`src/llc_spill_reg.sv`:
```
/*
 * two-entry valid/ready register slice
 * ready_o comes from flops only, so there is no combinational path back
 */
`timescale 1ns/1ps
`default_nettype none

module llc_spill_reg #(
  parameter type T = logic
) (
  input  logic clk_i,
  input  logic rst_n_i,
  input  logic valid_i,
  output logic ready_o,
  input  T     data_i,
  output logic valid_o,
  input  logic ready_i,
  output T     data_o
);

  T     a_data_q, b_data_q;
  logic a_full_q, b_full_q;
  logic a_fill, a_drain, b_fill, b_drain;

  assign a_fill  = valid_i && ready_o;
  assign a_drain = a_full_q && !b_full_q;   // a leaves, either out or into b
  assign b_fill  = a_drain && !ready_i;
  assign b_drain = b_full_q && ready_i;

  assign ready_o = !a_full_q || !b_full_q;
  assign valid_o = a_full_q || b_full_q;
  assign data_o  = b_full_q ? b_data_q : a_data_q;   // b always holds the older entry

  always_ff @(posedge clk_i or negedge rst_n_i) begin
    if (!rst_n_i) begin
      a_full_q <= 1'b0;
      b_full_q <= 1'b0;
    end else begin
      if (a_fill || a_drain) begin
        a_full_q <= a_fill;
      end
      if (b_fill || b_drain) begin
        b_full_q <= b_fill;
      end
    end
  end

  always_ff @(posedge clk_i) begin
    if (a_fill) begin
      a_data_q <= data_i;
    end
    if (b_fill) begin
      b_data_q <= a_data_q;
    end
  end

endmodule

`default_nettype wire

```
`config.mk`:
```
export PLATFORM = sky130hd
export DESIGN_NAME = llc_spill_reg
export DESIGN_NICKNAME = d
export VERILOG_FILES = /design/src/llc_spill_reg.sv
export SDC_FILE = /design/constraint.sdc
export NUM_CORES = 1
export LEC_CHECK = 0
export BUFFER_PORTS_ARGS = -buffer_cell sky130_fd_sc_hd__buf_2
export CAP_MARGIN = 0
export CELL_PAD_IN_SITES_DETAIL_PLACEMENT = 1
export CELL_PAD_IN_SITES_GLOBAL_PLACEMENT = 1
export CORE_AREA = 2 2 39 41
export CTS_BUF_LIST = sky130_fd_sc_hd__clkbuf_16
export CTS_CLUSTER_SIZE = 16
export DETAILED_ROUTE_END_ITERATION = 10
export DIE_AREA = 0 0 41 43
export PLACE_DENSITY = 0.32
export SYNTH_ARGS = -nofsm -noshare
export SYNTH_HDL_FRONTEND = slang
export SYNTH_SLANG_ARGS = --single-unit
```
`constraint.sdc`:
```
create_clock -name clk_i -period 1.2 [get_ports clk_i]
set_input_delay 0.06 -clock clk_i [delete_from_list [all_inputs] [get_ports clk_i]]
set_output_delay 0.06 -clock clk_i [all_outputs]
set_load 0.05 [all_outputs]
```
# Word-level counts from Yosys, hierarchy flattened
# Index checks and enable logic that the tools add are counted.
dict set report word_totals {
  ff_bits 4
  input_bits 5
  output_inout_bits 3
  elab_cells 16
}
dict set report classes {
  mux 1
  n_reduce_logical 11
}
# cell count
set op_table {}
lappend op_table {{$logic_and A1 B1 Y1} 4}
lappend op_table {{$logic_or A1 B1 Y1} 4}
lappend op_table {{$logic_not A1 Y1} 3}
lappend op_table {{$mux W1} 1}

# Depth between registers and ports, before layout
dict set report depth {
  depth_word 4
  ltp_mapped 1
  depth_no_buf 1
}

# Least setup slack after synthesis
# Ideal clock, no wire load.
dict set report synth_path {
  path_kind {register to register}
  startpoint {register b_full_q}
  endpoint {register b_data_q, enable pin}
  arrival_time_ns 0.622
  slack_ns 0.263
  path_stages_with_launch 2
  synth_period_minus_slack_ns 0.937
  cell_sequence {dfrtp_1 -> nor3b_1}
}
dict set report synth_between {
  elab_chain_cells 3
}
# item line
set synth_lines {}
lappend synth_lines {{from (decl)} 22} ;# logic a_full_q, b_full_q;
lappend synth_lines {{from (signal assigned)} 43} ;# b_full_q <= b_fill;
lappend synth_lines {{$logic_not A1 Y1} 26} ;# assign a_drain = a_full_q && !b_full_q;
lappend synth_lines {{$logic_and A1 B1 Y1} 26}
lappend synth_lines {{$logic_and A1 B1 Y1} 27} ;# assign b_fill = a_drain && !ready_i;
lappend synth_lines {{net b_fill} 23} ;# logic a_fill, a_drain, b_fill, b_drain;
lappend synth_lines {{to (signal assigned)} 53} ;# b_data_q <= a_data_q;
lappend synth_lines {{to (decl)} 21} ;# T a_data_q, b_data_q;
# The timed path passes the listed nets, and every way through them passes these cells.
# A chain may end at the register's enable or synchronous reset.

# Worst setup path after layout
dict set report layout_path {
  startpoint {register a_full_q}
  endpoint {output port valid_o}
}
dict set report layout_between {
  elab_chain_cells 1
}
# item line
set layout_lines {}
lappend layout_lines {{from (decl)} 22}
lappend layout_lines {{from (signal assigned)} 40} ;# a_full_q <= a_fill;
lappend layout_lines {{$logic_or A1 B1 Y1} 31} ;# assign valid_o = a_full_q || b_full_q;
lappend layout_lines {{to (decl)} 16} ;# output logic valid_o,
# Every way passes these cells.

==> impl_metrics.yaml <==
run:
  cap_violations: 0
cells_and_area:
  n_fill_cell: 156
  finalInstanceArea_sq_um: 343
  diodes: 0
  stdcell_count: 41
  fin_nets: 31
  area_delta_synth_final_pct: 103
  finalCoreUtilization: 0.248
  layout-drive-gt1-share: 0.720
routing:
  finalWirelength_um: 374
  drc_errors: 0
  drtIter0Drc: 0
  drtPass1Iterations: 1
  viasPerCell: 3.44
  ant_nets: 0
  vias: 141
  wire_per_inst_um: 9.12
worst_setup_path:
  cp.arrival_ns: 1.11
  max_stage_delay_ns: 0.42
  critPathLaunchType: "flip-flop"
  crit_slowest_cell: "dfrtp_2"
  critPathRequiredTime_ns: 1.14
  endpoint_kind: "primary output"
  crit_type: "flip-flop to primary output"
  path_cells: "or2_2 -> buf_6"
  critPathMaxFanout: 6
clock_network:
  cts_num_sinks: 4
  cts_buffer_depth: 2
  htree_levels: 1
  clkSlewWorstSetupHoldPaths_ns: 0.03
  cts_tree: "done"
  cts_root_buffer: "clkbuf_16"
  clock_latency_ns: 0.23
  cts_buffers: 3
power:
  power_density_mw_per_mm2: 2260
  vdd_drop_max_mv: 0.667
  finalPower_uw: 776
  leakagePower_nw: 0.152
grt:
  grt_usage: 0.0655
  antenna_found_initial: 0
  overflow: 0
  grt_max_degree: 7
  grt_pass1_vias: 159
  grt_pass1_wl_um: 627
synth:
  synth_warnings: 0
  ys_ff_latch: 4
  syn_inst: 11
  synth_fp_nets: 16
  syn_area_per_cell_sq_um: 15.4
  synth_cell_type_count: 9
  syn-cell-area_sq_um: 169
  yosysSeqAreaShare: 0.652
  synth_top_area_cell: "edfxtp_1"
  synth_area_leaders: "edfxtp_1 36%, dfrtp_1 30%, mux2_4 8.9%, o21ba_2 5.9%, a21o_2 5.2%"
  netlist_top_cells_count: "2 x dfrtp_1, 2 x edfxtp_1"
  async_flop_share: 0.500
  synth_edf_count: 2
  synthFlopType: "edfxtp_1"
  synthDominantCellAreaShare: 0.356
placed_design:
  port_buffers: 7
  dp.cells: 34
  place_area_sq_um: 224
  preCtsSetupSlack_ns: 0.161
  gp_congestion: 0.604
sta:
  fmax_mhz: 855
  relSlewSlack: 0.836
  hold_ws_ns: 0.0111
  worstMarginPinSlew_ns: 0.247
  hold_viol: 0
  finalClockSkew_ns: 0.00359
  setup_viol: 0
  fin_ws_ns: 0.0299
  period_needed_ns: 1.17
  rsz0062_at_grt: "yes"
  slew_viol_final: 0
  fin_crit_sh: 0.975
  finalSetupTns_ns: 0
floorplan:
  start_util: 0.122
  die_y_um: 43
  pin_count: 8
  die_area_sq_mm: 0.00176
  row_count: 14
  fp.dieW_um: 41
  core_sq_mm: 0.00138
outcome:
  status: "finished clean"
worst_hold_path:
  hold_path_class: "primary input to flip-flop"
logic make-up after synthesis:
logic type / synth area share
AOI/OAI and AO/OA: 0.156
and+or+nand+nor: 0.104
DFF: 0.652
muxes: 0.0889
layout by cell type, fill, tap and decap left out:
master and n:
buf_2 5, clkbuf_16 3, edfxtp_1 2, dfrtp_2 2, buf_6 2, buf_4 2
nand2_1 1, mux2_4 1, nor3b_1 1, or2_2 1, a21boi_0 1, a21o_2 1
o21ba_2 1, inv_1 1, dlygate4sd3_1 1
state kept, by name, summed over array words and instances (netlist names):
name / flops
a_data_q: 1
a_full_q: 1
b_data_q: 1
b_full_q: 1
final cells by class:
class	count	area (sq um)	area share
Clock buffer	3	75.1	0.219
Clock inverter	1	3.75	0.0109
Multi-Input combinational cell	7	58.8	0.172
Sequential cell	4	113	0.328
Tap cell	16	20.0	0.0584
Timing Repair Buffer	10	72.6	0.212
metal layers:
| metal | up-vias | global-route usage | part of all wire |
|---|---|---|---|
| met5 | - | 0 | 0 |
| met4 | 0 | 0.0600 | 0.035 |
| met3 | 2 | 0.0785 | 0.12 |
| met2 | 8 | 0.0719 | 0.45 |
| met1 | 64 | 0.0584 | 0.38 |
| li1 | 67 | - | - |
worst max-delay path: cells and delay by family (launching register included):
kind          cells  cell delay [ns]
simple gates      1             0.31
buf+inv           1             0.16
flops             1             0.42
repair_timing:
action / 4_1_cts / 5_1_grt
buffers inserted: 2 / 0
hold buffers: 1 / 0
endpoints found under the setup margin: 2 / 2
hold endpoints to repair: 2 / 0
gates resized for setup: 3 / 3
where the power goes:
part           total, mW  switching, mW  leakage [nW]  internal [mW]
clock              0.526         0.0961        0.0423          0.430
sequential         0.165        0.00810        0.0402          0.157
combinational     0.0851         0.0455        0.0690         0.0397
total              0.776          0.150         0.152          0.626
path summary, 6_finish.rpt:
kind                                      start              endpoint  slack (ns)  cells after the start
setup reg to reg           b_full_q$_DFFE_PN0P_    b_data_q$_DFFE_PP_        0.11                      2
hold / removal                           data_i    a_data_q$_DFFE_PP_        0.01                      1
min in group asynchronous               rst_n_i  a_full_q$_DFFE_PN0P_        0.15                      2
setup / recovery           a_full_q$_DFFE_PN0P_               valid_o        0.03                      2
max in group asynchronous               rst_n_i  b_full_q$_DFFE_PN0P_        0.95                      2
hold reg to reg              a_data_q$_DFFE_PP_    b_data_q$_DFFE_PP_        0.45                      0
No activity file was read; power rests on OpenSTA's default activity.
