**config.mk**
```make
export PLATFORM = sky130hd
export DESIGN_NAME = llc_access_unit
export DESIGN_NICKNAME = d
export VERILOG_FILES = /design/src/llc_pkg.sv /design/src/llc_access_unit.sv
export SDC_FILE = /design/constraint.sdc
export NUM_CORES = 1
export LEC_CHECK = 0
export ABC_AREA = 1
export BUFFER_PORTS_ARGS = -buffer_cell sky130_fd_sc_hd__clkbuf_2
export CAP_MARGIN = 10
export CELL_PAD_IN_SITES_DETAIL_PLACEMENT = 1
export CELL_PAD_IN_SITES_GLOBAL_PLACEMENT = 2
export CORE_MARGIN = 2
export CORE_UTILIZATION = 23
export DETAILED_ROUTE_END_ITERATION = 7
export PLACE_DENSITY_LB_ADDON = 0.2
export SLEW_MARGIN = 20
export SYNTH_ARGS = -nofsm -noshare
export SYNTH_HDL_FRONTEND = slang
export SYNTH_SLANG_ARGS = --single-unit
```
**constraint.sdc**
```tcl
create_clock -name clk_i -period 4.55 [get_ports clk_i]
set_clock_uncertainty 0.2 [all_clocks]
set_input_delay 0 -clock clk_i [delete_from_list [all_inputs] [get_ports clk_i]]
set_output_delay 0 -clock clk_i [all_outputs]
set_load 0.02 [all_outputs]
```
**src/llc_pkg.sv**
```systemverilog
/*
 * cache geometry and the types shared by all units
 * byte address is split as {tag, index, block offset, byte offset}
 * NoWays, NoLines and NoBlocks must be powers of two
 */
`default_nettype none

package llc_pkg;

  localparam int unsigned NoWays    = 2;
  localparam int unsigned NoLines   = 16;   // lines per way
  localparam int unsigned NoBlocks  = 4;    // words per line
  localparam int unsigned DataWidth = 32;
  localparam int unsigned AddrWidth = 16;   // byte address

  localparam int unsigned StrbWidth         = DataWidth / 8;
  localparam int unsigned ByteOffsetLength  = $clog2(StrbWidth);
  localparam int unsigned BlockOffsetLength = $clog2(NoBlocks);
  localparam int unsigned IndexLength       = $clog2(NoLines);
  localparam int unsigned TagLength         =
    AddrWidth - IndexLength - BlockOffsetLength - ByteOffsetLength;

  localparam int unsigned WayIdxWidth = (NoWays > 1) ? $clog2(NoWays) : 1;
  // hits in flight: two hit spill entries plus the one in the access unit
  localparam int unsigned HitCntWidth = 3;

  typedef logic [AddrWidth-1:0]         addr_t;
  typedef logic [DataWidth-1:0]         data_t;
  typedef logic [StrbWidth-1:0]         strb_t;
  typedef logic [TagLength-1:0]         tag_t;
  typedef logic [IndexLength-1:0]       index_t;
  typedef logic [BlockOffsetLength-1:0] blk_t;
  typedef logic [NoWays-1:0]            way_ind_t;   // one-hot

  typedef struct packed {
    logic  write;
    addr_t addr;
    data_t wdata;
    strb_t strb;
  } req_t;

  typedef struct packed {
    logic     write;
    addr_t    addr;
    data_t    wdata;
    strb_t    strb;
    way_ind_t way_ind;     // way the word lives in
    logic     evict;       // victim is dirty, write it back first
    tag_t     evict_tag;
    logic     refill;      // fetch the line from memory
    logic     from_miss;   // set by the miss unit
  } llc_desc_t;

endpackage

`default_nettype wire

```
**src/llc_access_unit.sv**
```systemverilog
/*
 * does the single word access of hit and refilled descriptors
 * hits take precedence, one descriptor is handled at a time
 * writes answer with zero rdata
 */
`timescale 1ns/1ps
`default_nettype none

module llc_access_unit (
  input  logic               clk_i,
  input  logic               rst_n_i,
  input  logic               hit_valid_i,
  output logic               hit_ready_o,
  input  llc_pkg::llc_desc_t hit_desc_i,
  input  logic               refill_valid_i,
  output logic               refill_ready_o,
  input  llc_pkg::llc_desc_t refill_desc_i,
  output logic               au_req_valid_o,
  input  logic               au_req_ready_i,
  output logic               au_we_o,
  output llc_pkg::way_ind_t  au_way_ind_o,
  output llc_pkg::index_t    au_index_o,
  output llc_pkg::blk_t      au_blk_o,
  output llc_pkg::data_t     au_wdata_o,
  output llc_pkg::strb_t     au_strb_o,
  input  logic               au_rvalid_i,
  input  llc_pkg::data_t     au_rdata_i,
  output logic               rsp_valid_o,
  input  logic               rsp_ready_i,
  output llc_pkg::data_t     rsp_rdata_o,
  output logic               retire_o,
  output logic               retire_from_miss_o
);
  import llc_pkg::*;

  typedef enum logic [1:0] {Idle, Access, ReadWait, Respond} state_e;

  state_e    state_q;
  llc_desc_t desc_q;
  data_t     rdata_q;
  logic      take_hit, take_refill;

  assign hit_ready_o    = (state_q == Idle);
  assign refill_ready_o = (state_q == Idle) && !hit_valid_i;
  assign take_hit       = hit_valid_i && hit_ready_o;
  assign take_refill    = refill_valid_i && refill_ready_o;

  assign au_req_valid_o = (state_q == Access);
  assign au_we_o        = desc_q.write;
  assign au_way_ind_o   = desc_q.way_ind;
  assign au_index_o     = desc_q.addr[ByteOffsetLength+BlockOffsetLength +: IndexLength];
  assign au_blk_o       = desc_q.addr[ByteOffsetLength +: BlockOffsetLength];
  assign au_wdata_o     = desc_q.wdata;
  assign au_strb_o      = desc_q.strb;

  assign rsp_valid_o        = (state_q == Respond);
  assign rsp_rdata_o        = rdata_q;
  assign retire_o           = rsp_valid_o && rsp_ready_i;   // tells hit/miss the slot is free
  assign retire_from_miss_o = desc_q.from_miss;

  always_ff @(posedge clk_i or negedge rst_n_i) begin
    if (!rst_n_i) begin
      state_q <= Idle;
    end else begin
      unique case (state_q)
        Idle: if (take_hit || take_refill) state_q <= Access;
        Access: if (au_req_ready_i) state_q <= desc_q.write ? Respond : ReadWait;
        ReadWait: if (au_rvalid_i) state_q <= Respond;
        Respond: if (rsp_ready_i) state_q <= Idle;
        default: state_q <= Idle;
      endcase
    end
  end

  always_ff @(posedge clk_i) begin
    if (take_hit || take_refill) begin
      desc_q <= take_hit ? hit_desc_i : refill_desc_i;
    end
    if (au_req_valid_o && au_req_ready_i && desc_q.write) begin
      rdata_q <= '0;
    end else if (au_rvalid_i) begin
      rdata_q <= au_rdata_i;
    end
  end

endmodule

`default_nettype wire

```
Word-level counts from Yosys, hierarchy flattened
Index checks and enable logic that the tools add are counted.

storage, ports and cells
  latch bits = 0
  bits in read-only memories = 0
  word-level logic and storage cells = 32
  memories = 0
  output and inout bits = 83
  memory bits (writable) = 0
  input port bits = 171
  bits in registers = 82

cells by class
  bitwise operators = 0
  multipliers = 0
  divide/modulo/power cells = 0
  eq/ne operators = 7
  add/subtract/negate cells = 0
  shift-type cells = 0
  reduce and logical (&&, ||, !) cells = 10
  $lt $le $gt $ge = 0
  multiplexer cells = 7

operators with widths
  cell                number
  $mux 66             1
  $mux 2              4
  $pmux 2 s4          1
  $logic_and 1x1->1   6
  $ne 2x1->1 const B  3
  $eq 2x2->1 const B  2
  $reduce_and 4->1    1
  $eq 2x1->1 const B  1
  $logic_not 2->1     1
  $ne 2x2->1 const B  1
  $logic_not 1->1     1
  $logic_or 1x1->1    1
  $mux 1              1

Logic depth before layout (Yosys ltp)
  depth after elaboration = 6
  mapped depth = 7

Worst setup path before layout
Ideal clock, no wire load.

  path type = flip-flop to flip-flop
  start = reg state_q[0]
  end = reg desc_q (netlist bit au_blk_o[0]), enable pin
  library setup time = 0.450 ns
  arrival = 2.953 ns
  buffers on the path = 0
  cell stages (with the launch flop) = 5
  path slack = 0.947 ns
  period minus slack after synthesis = 3.603 ns
  data required time = 3.900 ns
  cells stage by stage = dfrtp_1 inv_1 ha_1 inv_1 nor2_1

on the way
  longest elaborated chain between the ends = 4
  elaborated cells between the ends (all ways) = 5

ends and longest elaborated chain
  what                    RTL line               RTL
  start, declared         llc_access_unit.sv:38  state_e state_q;
  start signal, assigned  llc_access_unit.sv:63  state_q <= Idle;
  start signal, assigned  llc_access_unit.sv:66  Idle: if (take_hit || take_refill) state_q <= Access;
  start signal, assigned  llc_access_unit.sv:67  Access: if (au_req_ready_i) state_q <= desc_q.write ? Respond : ReadWait;
  $logic_not 2->1 *       llc_access_unit.sv:43  assign hit_ready_o = (state_q == Idle);
  net hit_ready_o         llc_access_unit.sv:13  output logic hit_ready_o,
  $logic_and 1x1->1       llc_access_unit.sv:44  assign refill_ready_o = (state_q == Idle) && !hit_valid_i;
  $logic_and 1x1->1       llc_access_unit.sv:46  assign take_refill = refill_valid_i && refill_ready_o;
  $logic_or 1x1->1 *      llc_access_unit.sv:76  if (take_hit || take_refill) begin
  end signal, assigned    llc_access_unit.sv:77  desc_q <= take_hit ? hit_desc_i : refill_desc_i;
  end, declared           llc_access_unit.sv:39  llc_desc_t desc_q;

The timed path passes the listed nets; every way through them passes the cells marked *.
A chain may end at the register's enable or synchronous reset.

Worst setup path in the final report
  start = reg state_q[1]
  end = reg state_q[0]

on the way
  longest elaborated chain between the ends = 6
  elaborated cells between the ends (all ways) = 14

ends and longest elaborated chain
  what                               RTL line
  $logic_not 2->1                    llc_access_unit.sv:43, llc_access_unit.sv:44, llc_access_unit.sv:65
  $logic_and 1x1->1                  llc_access_unit.sv:44
  $logic_and 1x1->1                  llc_access_unit.sv:46
  $logic_or 1x1->1                   llc_access_unit.sv:66
  $ne 2x1->1 (no source line)        --
  $reduce_and 4->1 (no source line)  --

Parallel ways exist; a longest one is shown, timed or not.

==> flow_summary.toml <==
[run]
maxCapViolCount = 0

[critical_path]
path_cells = "inv_1 > ha_1 > inv_1 > nor2_1 > a21oi_1 > dlygate4sd3_1 > nand3_1 > dlygate4sd3_1 > nand2_1 > dlygate4sd3_1"
r2r_end = "state_q[0]$_DFFE_PN0P_"
crit_path_start_kind = "register"
cp_common_cell = "dlygate4sd3_1"
worst-r2r-cell-count = 10
crit_path_max_fanout = 5
timing.rr.start = "state_q[1]$_DFFE_PN0P_"
slowest_delay_ns = 0.59
end_kind = "register"
worstSetupPathType = "register to register"
r2r_setup_slack_ns = 1.41
cp.required_ns = 4.57
arrival_ns = 3.16
critPathSlowestCell = "dlygate4sd3_1"

[place]
dp_cells = 755
port_buffers = 213
place.gp.congestion = 0.709
hpwl_mm = 7.75
dpl_cell_area_um2 = 4910

[pwr]
power_density_nw_per_um2 = 470
peakVddDrop_v = 0.000226
leakage_nw = 3.46
finalPower_mw = 3.08

[logic_synthesis]
synth-edff-count = 46
synth_fp_nets = 514
synth_common_cells = "nand2_1, edfxtp_1, inv_1"
synthCells = 338
yosysWarningCount = 0
yosysMostFrequentCell = "nand2_1"
synth_cell_types = 16
yosysTopAreaCell = "edfxtp_1"
syn_area_um2 = 3670
ys_seq_elements = 80
ys_seq_area_frac = 0.564
syn-mean-instance-area_um2 = 10.9
synth_top_area_share = 0.376
ys_top_cells_by_area = "edfxtp_1, dfxtp_1, mux2_4"
ys.flop_type = "edfxtp_1"
async_flop_share = 0.0250

[timing]
finalSetupViolations = 0
slew_viol_final = 0
timing.slew.headroom = 0.446
hold_viol_final = 0
rsz0062_at_grt = "no"
timing.final.crit_share = 0.690
min_period_ns = 3.14
fin_setup_tns_ns = 0
worstMarginPinSlew_ns = 0.831
max_freq_mhz = 318

[die]
die_y_um = 130
start_util = 0.233
num_rows = 46
die_w_um = 130
dieArea_um2 = 17000
coreArea_um2 = 15800
ioPinCount = 254

[route]
dr.pass1.iters = 4
wl_per_cell_um = 13.2
vias = 3540
routed_wl_mm = 11.9
viasPerCell = 3.92
ant_nets = 0
drc = 0
drt_iter0_markers = 73

[cts]
cts_buffers = 9
postCtsHoldBufs = 132
clock_latency_ns = 0.33
clockBufferDepth = 2
htreeDepth = 3
cts_resized = 0
clk_pin_slew_ns = 0.06
cts.sinks = 80
cts_root_buf = "clkbuf_16"
cts_setup_buffers = 0
cts_tree = "built"

[layout]
final_area_um2 = 6550
syn_to_final_growth_pct = 78.3
nets = 859
stdcell_count = 904
fill_cells = 1850
antennaDiodeCount = 0
drive_gt1_frac = 0.406

[grt]
antenna_found_initial = 0
grt_pass1_vias = 3869
grt_max_degree = 47
grt_overflow_total = 0
grt_pass1_wl_mm = 18.1
grt_usage = 0.139

[status]
outcome = "completed"

[hold_path]
hold_end = "refill_ready_o"
hp-start = "hit_valid_i"
whs_path_depth = 3
hp-class = "primary input to output pin"
## per-layer routing
metal	vias up	track usage	part of all wire
met4	0	0.0588	0.018
met5	-	0	0
li1	1763	-	-
met1	1609	0.134	0.37
met2	154	0.256	0.51
met3	14	0.0615	0.10
## kinds of logic after synthesis
kind of cell    share of synthesized area
simple gates                        0.155
mux                                 0.182
fa+ha+maj                          0.0170
flops                               0.564
compound gates                    0.00545
buf+inv                            0.0763
## report_power, final
part / switching (mW) / internal [mW] / leakage (nW)
clock: 0.300 / 0.428 / 0.145
sequential: 0.0738 / 1.01 / 0.724
combinational: 0.679 / 0.586 / 2.59
## cell type report
| type | count | area, um2 | area share |
|---|---|---|---|
| timing repair buffer | 348 | 2420 | 0.370 |
| sequential | 80 | 2070 | 0.316 |
| multi-input combinational | 202 | 1330 | 0.203 |
| tap | 216 | 270 | 0.0413 |
| clock buffer | 10 | 229 | 0.0350 |
| inverter | 42 | 158 | 0.0241 |
| clock inverter | 6 | 68.8 | 0.0105 |
## cell usage in the layout (no fill, tap or decap)
cell type | Yosys | routed
dlygate4sd3_1 | 0 | 132
inv_6 | 0 | 1
buf_12 | 4 | 1
dfrtp_1 | 2 | 2
clkinv_4 | 0 | 3
o21bai_1 | 2 | 2
ha_1 | 5 | 5
nor2_1 | 4 | 3
clkinv_1 | 0 | 1
dfxtp_1 | 32 | 32
inv_2 | 0 | 1
buf_4 | 0 | 2
bufinv_16 | 0 | 1
edfxtp_1 | 46 | 46
nand3_1 | 5 | 5
nand2_1 | 138 | 138
nand2_4 | 1 | 1
a21oi_1 | 1 | 1
nor2_4 | 0 | 1
inv_1 | 42 | 41
mux2_2 | 6 | 6
clkbuf_2 | 0 | 213
clkbuf_16 | 0 | 9
clkbuf_1 | 6 | 1
mux2_4 | 40 | 40
## sequential cells by signal, indices dropped and copies added (netlist names)
signal,count
au_index_o,4
au_we_o,1
au_wdata_o,32
rsp_rdata_o,32
au_way_ind_o,2
au_blk_o,2
state_q,2
retire_from_miss_o,1
au_strb_o,4
## stage by stage
stage          hold slack (ns)  setup slack [ns]  utilization
4_1_cts                  0.151              1.42        0.414
3_5_place_dp            -0.407              1.79        0.311
6_report                 0.142              1.41        0.415
5_1_grt                  0.168              1.24        0.415
3_3_place_gp            -0.407              1.87        0.311
2_1_floorplan           -0.496             0.947            -
## worst max-delay path by stage
stage | start | end | slack [ns] | cells past startpoint
global placement | state_q[0]$_DFFE_PN0P_ | au_wdata_o[11]$_DFFE_PP_ | 1.87 | 5
global route | state_q[1]$_DFFE_PN0P_ | state_q[0]$_DFFE_PN0P_ | 1.24 | 10
floorplan | state_q[0]$_DFFE_PN0P_ | au_blk_o[0]$_DFFE_PP_ | 0.95 | 4
detailed placement | state_q[0]$_DFFE_PN0P_ | au_wdata_o[16]$_DFFE_PP_ | 1.79 | 5
finish | state_q[1]$_DFFE_PN0P_ | state_q[0]$_DFFE_PN0P_ | 1.41 | 10
CTS | state_q[1]$_DFFE_PN0P_ | state_q[0]$_DFFE_PN0P_ | 1.42 | 10
## worst max-delay path: cells and delay by family (launching register included)
kind                       cells  cell delay, ns
and+or+nand+nor                3            0.21
adders and majority gates      1            0.26
buffers and inverters          5            1.88
AOI/OAI and AO/OA              1            0.05
DFF                            1            0.41
No activity file was read; power rests on OpenSTA's default activity.
