===== src/llc_pkg.sv =====
/*
 * cache geometry and the types shared by all units
 * byte address is split as {tag, index, block offset, byte offset}
 * NoWays, NoLines and NoBlocks must be powers of two
 */
`default_nettype none

package llc_pkg;

  localparam int unsigned NoWays    = 2;
  localparam int unsigned NoLines   = 16;   // lines per way
  localparam int unsigned NoBlocks  = 4;    // words per line
  localparam int unsigned DataWidth = 32;
  localparam int unsigned AddrWidth = 16;   // byte address

  localparam int unsigned StrbWidth         = DataWidth / 8;
  localparam int unsigned ByteOffsetLength  = $clog2(StrbWidth);
  localparam int unsigned BlockOffsetLength = $clog2(NoBlocks);
  localparam int unsigned IndexLength       = $clog2(NoLines);
  localparam int unsigned TagLength         =
    AddrWidth - IndexLength - BlockOffsetLength - ByteOffsetLength;

  localparam int unsigned WayIdxWidth = (NoWays > 1) ? $clog2(NoWays) : 1;
  // hits in flight: two hit spill entries plus the one in the access unit
  localparam int unsigned HitCntWidth = 3;

  typedef logic [AddrWidth-1:0]         addr_t;
  typedef logic [DataWidth-1:0]         data_t;
  typedef logic [StrbWidth-1:0]         strb_t;
  typedef logic [TagLength-1:0]         tag_t;
  typedef logic [IndexLength-1:0]       index_t;
  typedef logic [BlockOffsetLength-1:0] blk_t;
  typedef logic [NoWays-1:0]            way_ind_t;   // one-hot

  typedef struct packed {
    logic  write;
    addr_t addr;
    data_t wdata;
    strb_t strb;
  } req_t;

  typedef struct packed {
    logic     write;
    addr_t    addr;
    data_t    wdata;
    strb_t    strb;
    way_ind_t way_ind;     // way the word lives in
    logic     evict;       // victim is dirty, write it back first
    tag_t     evict_tag;
    logic     refill;      // fetch the line from memory
    logic     from_miss;   // set by the miss unit
  } llc_desc_t;

endpackage

`default_nettype wire


===== src/llc_data_ways.sv =====
/*
 * single-port data array shared by the miss unit and the access unit
 * miss unit has fixed priority, read data arrives one cycle after the grant
 */
`timescale 1ns/1ps
`default_nettype none

module llc_data_ways (
  input  logic              clk_i,
  input  logic              rst_n_i,
  input  logic              mu_req_valid_i,
  output logic              mu_req_ready_o,
  input  logic              mu_we_i,
  input  llc_pkg::way_ind_t mu_way_ind_i,
  input  llc_pkg::index_t   mu_index_i,
  input  llc_pkg::blk_t     mu_blk_i,
  input  llc_pkg::data_t    mu_wdata_i,
  input  llc_pkg::strb_t    mu_strb_i,
  output logic              mu_rvalid_o,
  output llc_pkg::data_t    mu_rdata_o,
  input  logic              au_req_valid_i,
  output logic              au_req_ready_o,
  input  logic              au_we_i,
  input  llc_pkg::way_ind_t au_way_ind_i,
  input  llc_pkg::index_t   au_index_i,
  input  llc_pkg::blk_t     au_blk_i,
  input  llc_pkg::data_t    au_wdata_i,
  input  llc_pkg::strb_t    au_strb_i,
  output logic              au_rvalid_o,
  output llc_pkg::data_t    au_rdata_o
);
  import llc_pkg::*;

  data_t mem_q [NoWays][NoLines][NoBlocks];

  logic                   access, we;
  logic [WayIdxWidth-1:0] way;
  way_ind_t               way_ind;
  index_t                 idx;
  blk_t                   blk;
  data_t                  wdata, rdata_q;
  strb_t                  strb;
  logic                   mu_rvalid_q, au_rvalid_q;

  assign mu_req_ready_o = 1'b1;
  assign au_req_ready_o = !mu_req_valid_i;
  assign access  = mu_req_valid_i || au_req_valid_i;
  assign we      = mu_req_valid_i ? mu_we_i      : au_we_i;
  assign way_ind = mu_req_valid_i ? mu_way_ind_i : au_way_ind_i;
  assign idx     = mu_req_valid_i ? mu_index_i   : au_index_i;
  assign blk     = mu_req_valid_i ? mu_blk_i     : au_blk_i;
  assign wdata   = mu_req_valid_i ? mu_wdata_i   : au_wdata_i;
  assign strb    = mu_req_valid_i ? mu_strb_i    : au_strb_i;

  always_comb begin
    way = '0;
    for (int unsigned w = 0; w < NoWays; w++) begin
      if (way_ind[w]) begin
        way = WayIdxWidth'(w);
      end
    end
  end

  always_ff @(posedge clk_i) begin
    if (access && we) begin
      for (int unsigned b = 0; b < StrbWidth; b++) begin
        if (strb[b]) begin
          mem_q[way][idx][blk][8*b +: 8] <= wdata[8*b +: 8];
        end
      end
    end
    if (access && !we) begin
      rdata_q <= mem_q[way][idx][blk];
    end
  end

  always_ff @(posedge clk_i or negedge rst_n_i) begin
    if (!rst_n_i) begin
      mu_rvalid_q <= 1'b0;
      au_rvalid_q <= 1'b0;
    end else begin
      mu_rvalid_q <= mu_req_valid_i && !mu_we_i;
      au_rvalid_q <= au_req_valid_i && au_req_ready_o && !au_we_i;
    end
  end

  assign mu_rvalid_o = mu_rvalid_q;
  assign mu_rdata_o  = rdata_q;   // one read per cycle, so both share the register
  assign au_rvalid_o = au_rvalid_q;
  assign au_rdata_o  = rdata_q;

endmodule

`default_nettype wire


===== config.mk =====
export PLATFORM = sky130hd
export DESIGN_NAME = llc_data_ways
export DESIGN_NICKNAME = d
export VERILOG_FILES = /design/src/llc_pkg.sv /design/src/llc_data_ways.sv
export SDC_FILE = /design/constraint.sdc
export NUM_CORES = 2
export LEC_CHECK = 0
export BUFFER_PORTS_ARGS = -buffer_cell sky130_fd_sc_hd__buf_2
export CELL_PAD_IN_SITES_DETAIL_PLACEMENT = 1
export CELL_PAD_IN_SITES_GLOBAL_PLACEMENT = 1
export CORE_MARGIN = 4
export CORE_UTILIZATION = 30
export DETAILED_ROUTE_END_ITERATION = 8
export GPL_TIMING_DRIVEN = 0
export HOLD_SLACK_MARGIN = 0.12
export PLACE_DENSITY_LB_ADDON = 0.1
export SETUP_SLACK_MARGIN = 0.5
export SLEW_MARGIN = 20
export SYNTH_ARGS = -nofsm -noshare
export SYNTH_HDL_FRONTEND = slang
export SYNTH_SLANG_ARGS = --single-unit

===== constraint.sdc =====
create_clock -name clk_i -period 2.85 [get_ports clk_i]
set_input_delay 0.285 -clock clk_i [delete_from_list [all_inputs] [get_ports clk_i]]
set_output_delay 0.285 -clock clk_i [all_outputs]
set_load 0.05 [all_outputs]

**Yosys cells after proc, flatten, opt, wreduce, memory -nomap -nowiden**

Memories as Yosys holds them, arrays and structs flattened.
Index checks and enable logic that the tools add are counted.

- Memories: 1
- Memory bits (writable): 4,096
- Bits of input ports: 94
- Output and inout bits: 68
- Bits in registers: 34

- Mux-type cells: 6,185
- Bitwise gates (word level): 6,146
- Reduce and logical (&&, ||, !) cells: 12
- Magnitude comparators: 4

Memory list:

| name | depth | width | read ports | clocked after Yosys merged registers in | write ports | RTL line | text |
|---|---|---|---|---|---|---|---|
| mem_q | 2 | 2,048 | 1 | 0 | 1 | llc_data_ways.sv:34 | `data_t mem_q [NoWays][NoLines][NoBlocks];` |

Operator list:

| kind | number |
|---|---|
| $mux 2048 | 4 |
| $mux 1 | 6,154 |
| $or 1x1->1 | 6,144 |
| $demux 128 s4 | 4 |
| $mux 128 | 6 |
| $bmux 128 s4 | 1 |
| $demux 32 s2 | 4 |
| $mux 32 | 4 |
| $bmux 32 s2 | 1 |
| $mux 24 | 1 |
| $mux 16 | 1 |
| $mux 4 | 2 |
| $mux 8 | 1 |
| $logic_and 1x1->1 | 7 |
| $ge 5x5->1 const B | 1 |
| $lt 5x1->1 const B | 1 |
| $not 4->5 | 1 |
| $logic_not 1->1 | 4 |
| $mux 2 | 2 |
| $ge 3x3->1 const B | 1 |
| $lt 3x1->1 const B | 1 |
| $not 2->3 | 1 |
| $logic_or 1x1->1 | 1 |

**Longest topological paths before layout**

- Word-level depth: 12
- Depth in mapped cells: 10
- Depth with buffers taken out: 6

**Worst setup path after synthesis**

Ideal clock, no wire load.

- Kind: input-to-reg
- Start point: in mu_req_valid_i
- End point: mem mem_q[0][1984] (netlist bit) (enable)
- Data required time: 2.479 ns
- Library setup time: 0.371 ns
- Arrival time: 2.684 ns
- Slack: -0.205 ns
- Stages: 8
- Cells stage by stage: buf_4 clkinv_1 o31ai_2 buf_2 buf_2 buf_2 nand3_1 nor2_1

- Cells in the longest elaborated chain, start to end: 12
- Elaborated cells on any way between the ends: 44

RTL lines:

| item | RTL line | text |
|---|---|---|
| start: declaration | llc_data_ways.sv:11 | `input logic mu_req_valid_i,` |
| $mux 2 | llc_data_ways.sv:51 | `assign blk = mu_req_valid_i ? mu_blk_i : au_blk_i;` |
| $not 2->3 (not written as such) | llc_data_ways.sv:68 | `mem_q[way][idx][blk][8*b +: 8] <= wdata[8*b +: 8];` |
| $ge 3x3->1 (not written as such) / $lt 3x1->1 (equally long branches) | llc_data_ways.sv:68 |  |
| $logic_and 1x1->1 (not written as such) | llc_data_ways.sv:68 |  |
| $mux 8 (not written as such) | llc_data_ways.sv:68 |  |
| $demux 32 s2 | llc_data_ways.sv:68 |  |
| $mux 128 (not written as such) | llc_data_ways.sv:68 |  |
| $demux 128 s4 | llc_data_ways.sv:68 |  |
| $mux 2048 (not written as such) | llc_data_ways.sv:68 |  |
| $or 1x1->1 (no source line) (3 in series) | - |  |
| end: declaration | llc_data_ways.sv:34 |  |

Several ways; a longest one is shown, not always the timed one.

**Final worst setup path**

- Start point: in mu_req_valid_i
- End point: reg rdata_q[12], in the netlist au_rdata_o[12] (data pin)

- Cells in the longest elaborated chain, start to end: 9
- Elaborated cells on any way between the ends: 13

RTL lines:

| item | RTL line | text |
|---|---|---|
| $mux 2 | llc_data_ways.sv:49 | `assign way_ind = mu_req_valid_i ? mu_way_ind_i : au_way_ind_i;` |
| $mux 1 | llc_data_ways.sv:58 | `if (way_ind[w]) begin` |
| $mem_v2 2x2048 | - |  |
| $bmux 128 s4 | llc_data_ways.sv:73 | `rdata_q <= mem_q[way][idx][blk];` |
| $mux 128 (not written as such) (2 in series) | llc_data_ways.sv:73 |  |
| $bmux 32 s2 * | llc_data_ways.sv:73 |  |
| $mux 32 (not written as such) * (2 in series) | llc_data_ways.sv:73 |  |
| end signal: assignment | llc_data_ways.sv:73 |  |
| end: declaration | llc_data_ways.sv:41 | `data_t wdata, rdata_q;` |

Mark *: on every way between the ends. The rest lies on a longest branch, timed or not. The select of a mux whose other input is x is not followed.
A chain may end at the register's enable or synchronous reset.

==> flow_summary_export.csv <==
group,metric,value,unit
outcome,status,"complete, but fails checks",
outcome,failed_checks,"setup timing",
power,total_power,141000,µW
drt,drt-wirelength-per-cell,39.4,µm
timing,drv_slew,0,
clock_network,cts_tree,"built",
drt,firstDrtPassIters,6,
timing,finClkSkew,65.9,ps
synthesis,yosys_warnings,0,
clock_network,cts_root_buffer,"clkbuf_16",
floorplan,core_area,0.533,mm²
placed_design,dp_cells,16600,
drt,top_layer,"met5",
setup_path,slowest_stage,"or4_4",
cells_and_area,syn_to_final_growth,25.8,%
timing,maxSlewHeadroom,18.1,%
setup_path,worst-r2r-setup-slack,140,ps
drt,num_vias,94800,
min_path,hold_class,"in -> reg",
floorplan,start_util,30.1,%
synthesis,syn_area,0.161,mm²
setup_path,cp_data_arrival_time,3610,ps
min_path,hold_end,"mem_q[1][562]$_DFFE_PP_",
global_routing,antenna_found_initial,80,
power,cellLeakagePower,0.0665,µW
setup_path,slowest_delay,740,ps
placed_design,gp_congestion,0.885,
setup_path,path_cells,"buf_2, buf_4, nor2b_1, a22oi_2, clkbuf_16, buf_12, buf_6, o22ai_4, o21ai_4, a41oi_4, or4_4",
timing,setup_violations,1,
min_path,worstHoldStart,"au_req_valid_i",
power,power.density,698,mW/mm²
timing,worstMarginPinSlew,1230,ps
timing,fin_crit_sh,101,%
timing,timing.final.ws_setup,-20.8,ps
clock_network,numCtsBuffers,465,
floorplan,io_pins,162,
timing,fin_tns_setup,-20.8,ps
cells_and_area,stdcell_area,0.202,mm²
job,cap_violations,0,
floorplan,die_h,740,µm
timing,period_needed,2870,ps
power,vdd_drop_max,0.000527,V
synthesis,syn-num-nets,9274,
setup_path,reg2reg_to,"au_rdata_o[12]$_DFFE_PP_",
clock_network,clock_path_buffers,4,
global_routing,grt_max_degree,129,
setup_path,critPathLaunchType,"primary input",
drt,met2RoutedLength,306000,µm
timing,finalHoldViolCount,0,
clock_network,htreeDepth,5,
global_routing,grt.total_usage,24.6,%
cells_and_area,nets,10200,
global_routing,overflow,0,
cells_and_area,fin_cells,17700,
clock_network,clock_latency,1040,ps
clock_network,clk_pin_slew,60,ps
drt,drt_iter0_markers,11200,
drt,dr_wl_met3,51500,µm
synthesis,synth.distinct_cells,35,
floorplan,die_area,0.548,mm²
cells_and_area,drive_gt1_share,26.5,%
setup_path,worstPathMaxFanout,10,
synthesis,avgSynthCellArea,17.5,µm²
global_routing,grt_pass1_vias,95400,
setup_path,r2r_start,"mem_q[0][1964]$_DFFE_PP_",
floorplan,rows,268,
timing,fmax,348,MHz
synthesis,synth_seq_cells,4130,
floorplan,fp.dieW,740,µm
drt,drc,0,
cells_and_area,final_cell_mix,"edfxtp_1, mux2i_1, o22ai_1, nor2_4, clkbuf_16",
drt,via_per_inst,5.36,
drt,wirelength,698000,µm
drt,postRouteAntennaNets,0,
drt,wl_met1,306000,µm
setup_path,worstSetupPathType,"in -> reg",
setup_path,reg2regPathDepth,5,
clock_network,cts.sinks,4130,
synthesis,synth-edff-count,4128,
timing,rsz0062_at_grt,"true",
cells_and_area,final_common_cell,"edfxtp_1",
synthesis,synth.yosys.seq_area_share,77.1,%
synthesis,synthArstFlopShare,0.0484,%
synthesis,syn_inst,9180,
synthesis,synth-main-ff-cell,"edfxtp_1",
setup_path,cp-end-kind,"flip-flop",
placed_design,post-dp-hpwl,508000,µm
global_routing,grt_pass1_wl,903000,µm
setup_path,required,3590,ps
placed_design,dpl-instance-area,0.175,mm²
placed_design,place.port_buffers,154,
min_path,hold_depth,5,
==> sequential cells by signal (all words and copies together) (netlist names) <==
signal       flops
mu_rvalid_o      1
au_rdata_o      32
au_rvalid_o      1
mem_q         4096
==> routing by layer <==
layer | global-route usage, % | vias up
met3 | 4.14 | 860
met5 | 0 | -
li1 | - | 39000
met4 | 9.15 | 22
met2 | 37.5 | 3777
met1 | 35.2 | 51200
==> synth_stat cells, drive strengths merged (3+ instances only) <==
cell type / count / share of area (%)
nand3: 38 / 0.12
nor2b: 3 / 0.012
nand2b: 3 / 0.012
buf: 370 / 1.2
mux2: 33 / 0.23
clkbuf: 254 / 0.59
o32ai: 3 / 0.016
mux2i: 2049 / 13
nor2: 525 / 1.2
edfxtp: 4128 / 77
o21ai: 517 / 1.6
a41oi: 128 / 0.70
nand2: 48 / 0.11
a32o: 3 / 0.019
or4: 32 / 0.15
o22ai: 1026 / 4.0
==> per-stage QoR <==
stage	setup WS (ps)	hold WS (ps)	util [%]
finish	-20.8	169	37.9
global route	122	128	37.9
CTS	1.51	114	37.2
detailed placement	-3540	72.2	32.9
global placement	-6300	70.9	32.1
floorplan	209	-10.6	-
==> power breakdown <==
group | switching (µW) | leakage (µW) | internal [µW]
sequential | 55.7 | 0.0372 | 67500
combinational | 10600 | 0.0222 | 3970
clock | 25300 | 0.00721 | 33600
==> layout make-up <==
class                      instances  area, µm²
antenna                           18       45.0
buffer                           624       5090
clock buffer                     575      12000
clock inverter                   278       2730
fill                           52100     331000
inverter                           2       12.5
multi-input combinational       4424      42600
sequential                      4130     124000
tap                             7155       8950
timing repair buffer             494       6640
==> timing repair <==
| item | 4_1_cts | 5_1_grt |
|---|---|---|
| resized for setup | 2101 | 722 |
| gates cloned | 0 | 4 |
| setup endpoints to repair | 8046 | 5752 |
| hold buffers | 75 | 4 |
| pin swaps | 66 | 183 |
| buffers inserted | 46 | 64 |
| hold endpoints to repair | 1057 | 48 |
==> worst max-delay path by stage <==
| stage | from | cells after the start | to |
|---|---|---|---|
| floorplan | mu_req_valid_i | 8 | mem_q[0][128]$_DFFE_PP_ |
| global placement | mu_req_valid_i | 9 | mem_q[1][255]$_DFFE_PP_ |
| detailed placement | mu_index_i[0] | 9 | au_rdata_o[22]$_DFFE_PP_ |
| CTS | mu_req_valid_i | 11 | au_rdata_o[18]$_DFFE_PP_ |
| global route | mu_req_valid_i | 11 | au_rdata_o[12]$_DFFE_PP_ |
| finish | mu_req_valid_i | 11 | au_rdata_o[12]$_DFFE_PP_ |
==> cells by family after synthesis <==
logic type | after synthesis | synth area share, %
flip-flops | 4130 | 77.1
AND/OR/NAND/NOR | 654 | 1.65
buffers and inverters | 626 | 1.82
other | 1 | 0.00233
multiplexers | 2082 | 13.0
AO/OA/AOI/OAI | 1687 | 6.39
==> worst max-delay path: cells and delay by family <==
| family | cells | cell delay, ps |
|---|---|---|
| AND/OR/NAND/NOR | 2 | 910 |
| buffers and inverters | 5 | 1040 |
| AO/OA/AOI/OAI | 4 | 1240 |
No activity file was read; power rests on OpenSTA's default activity.
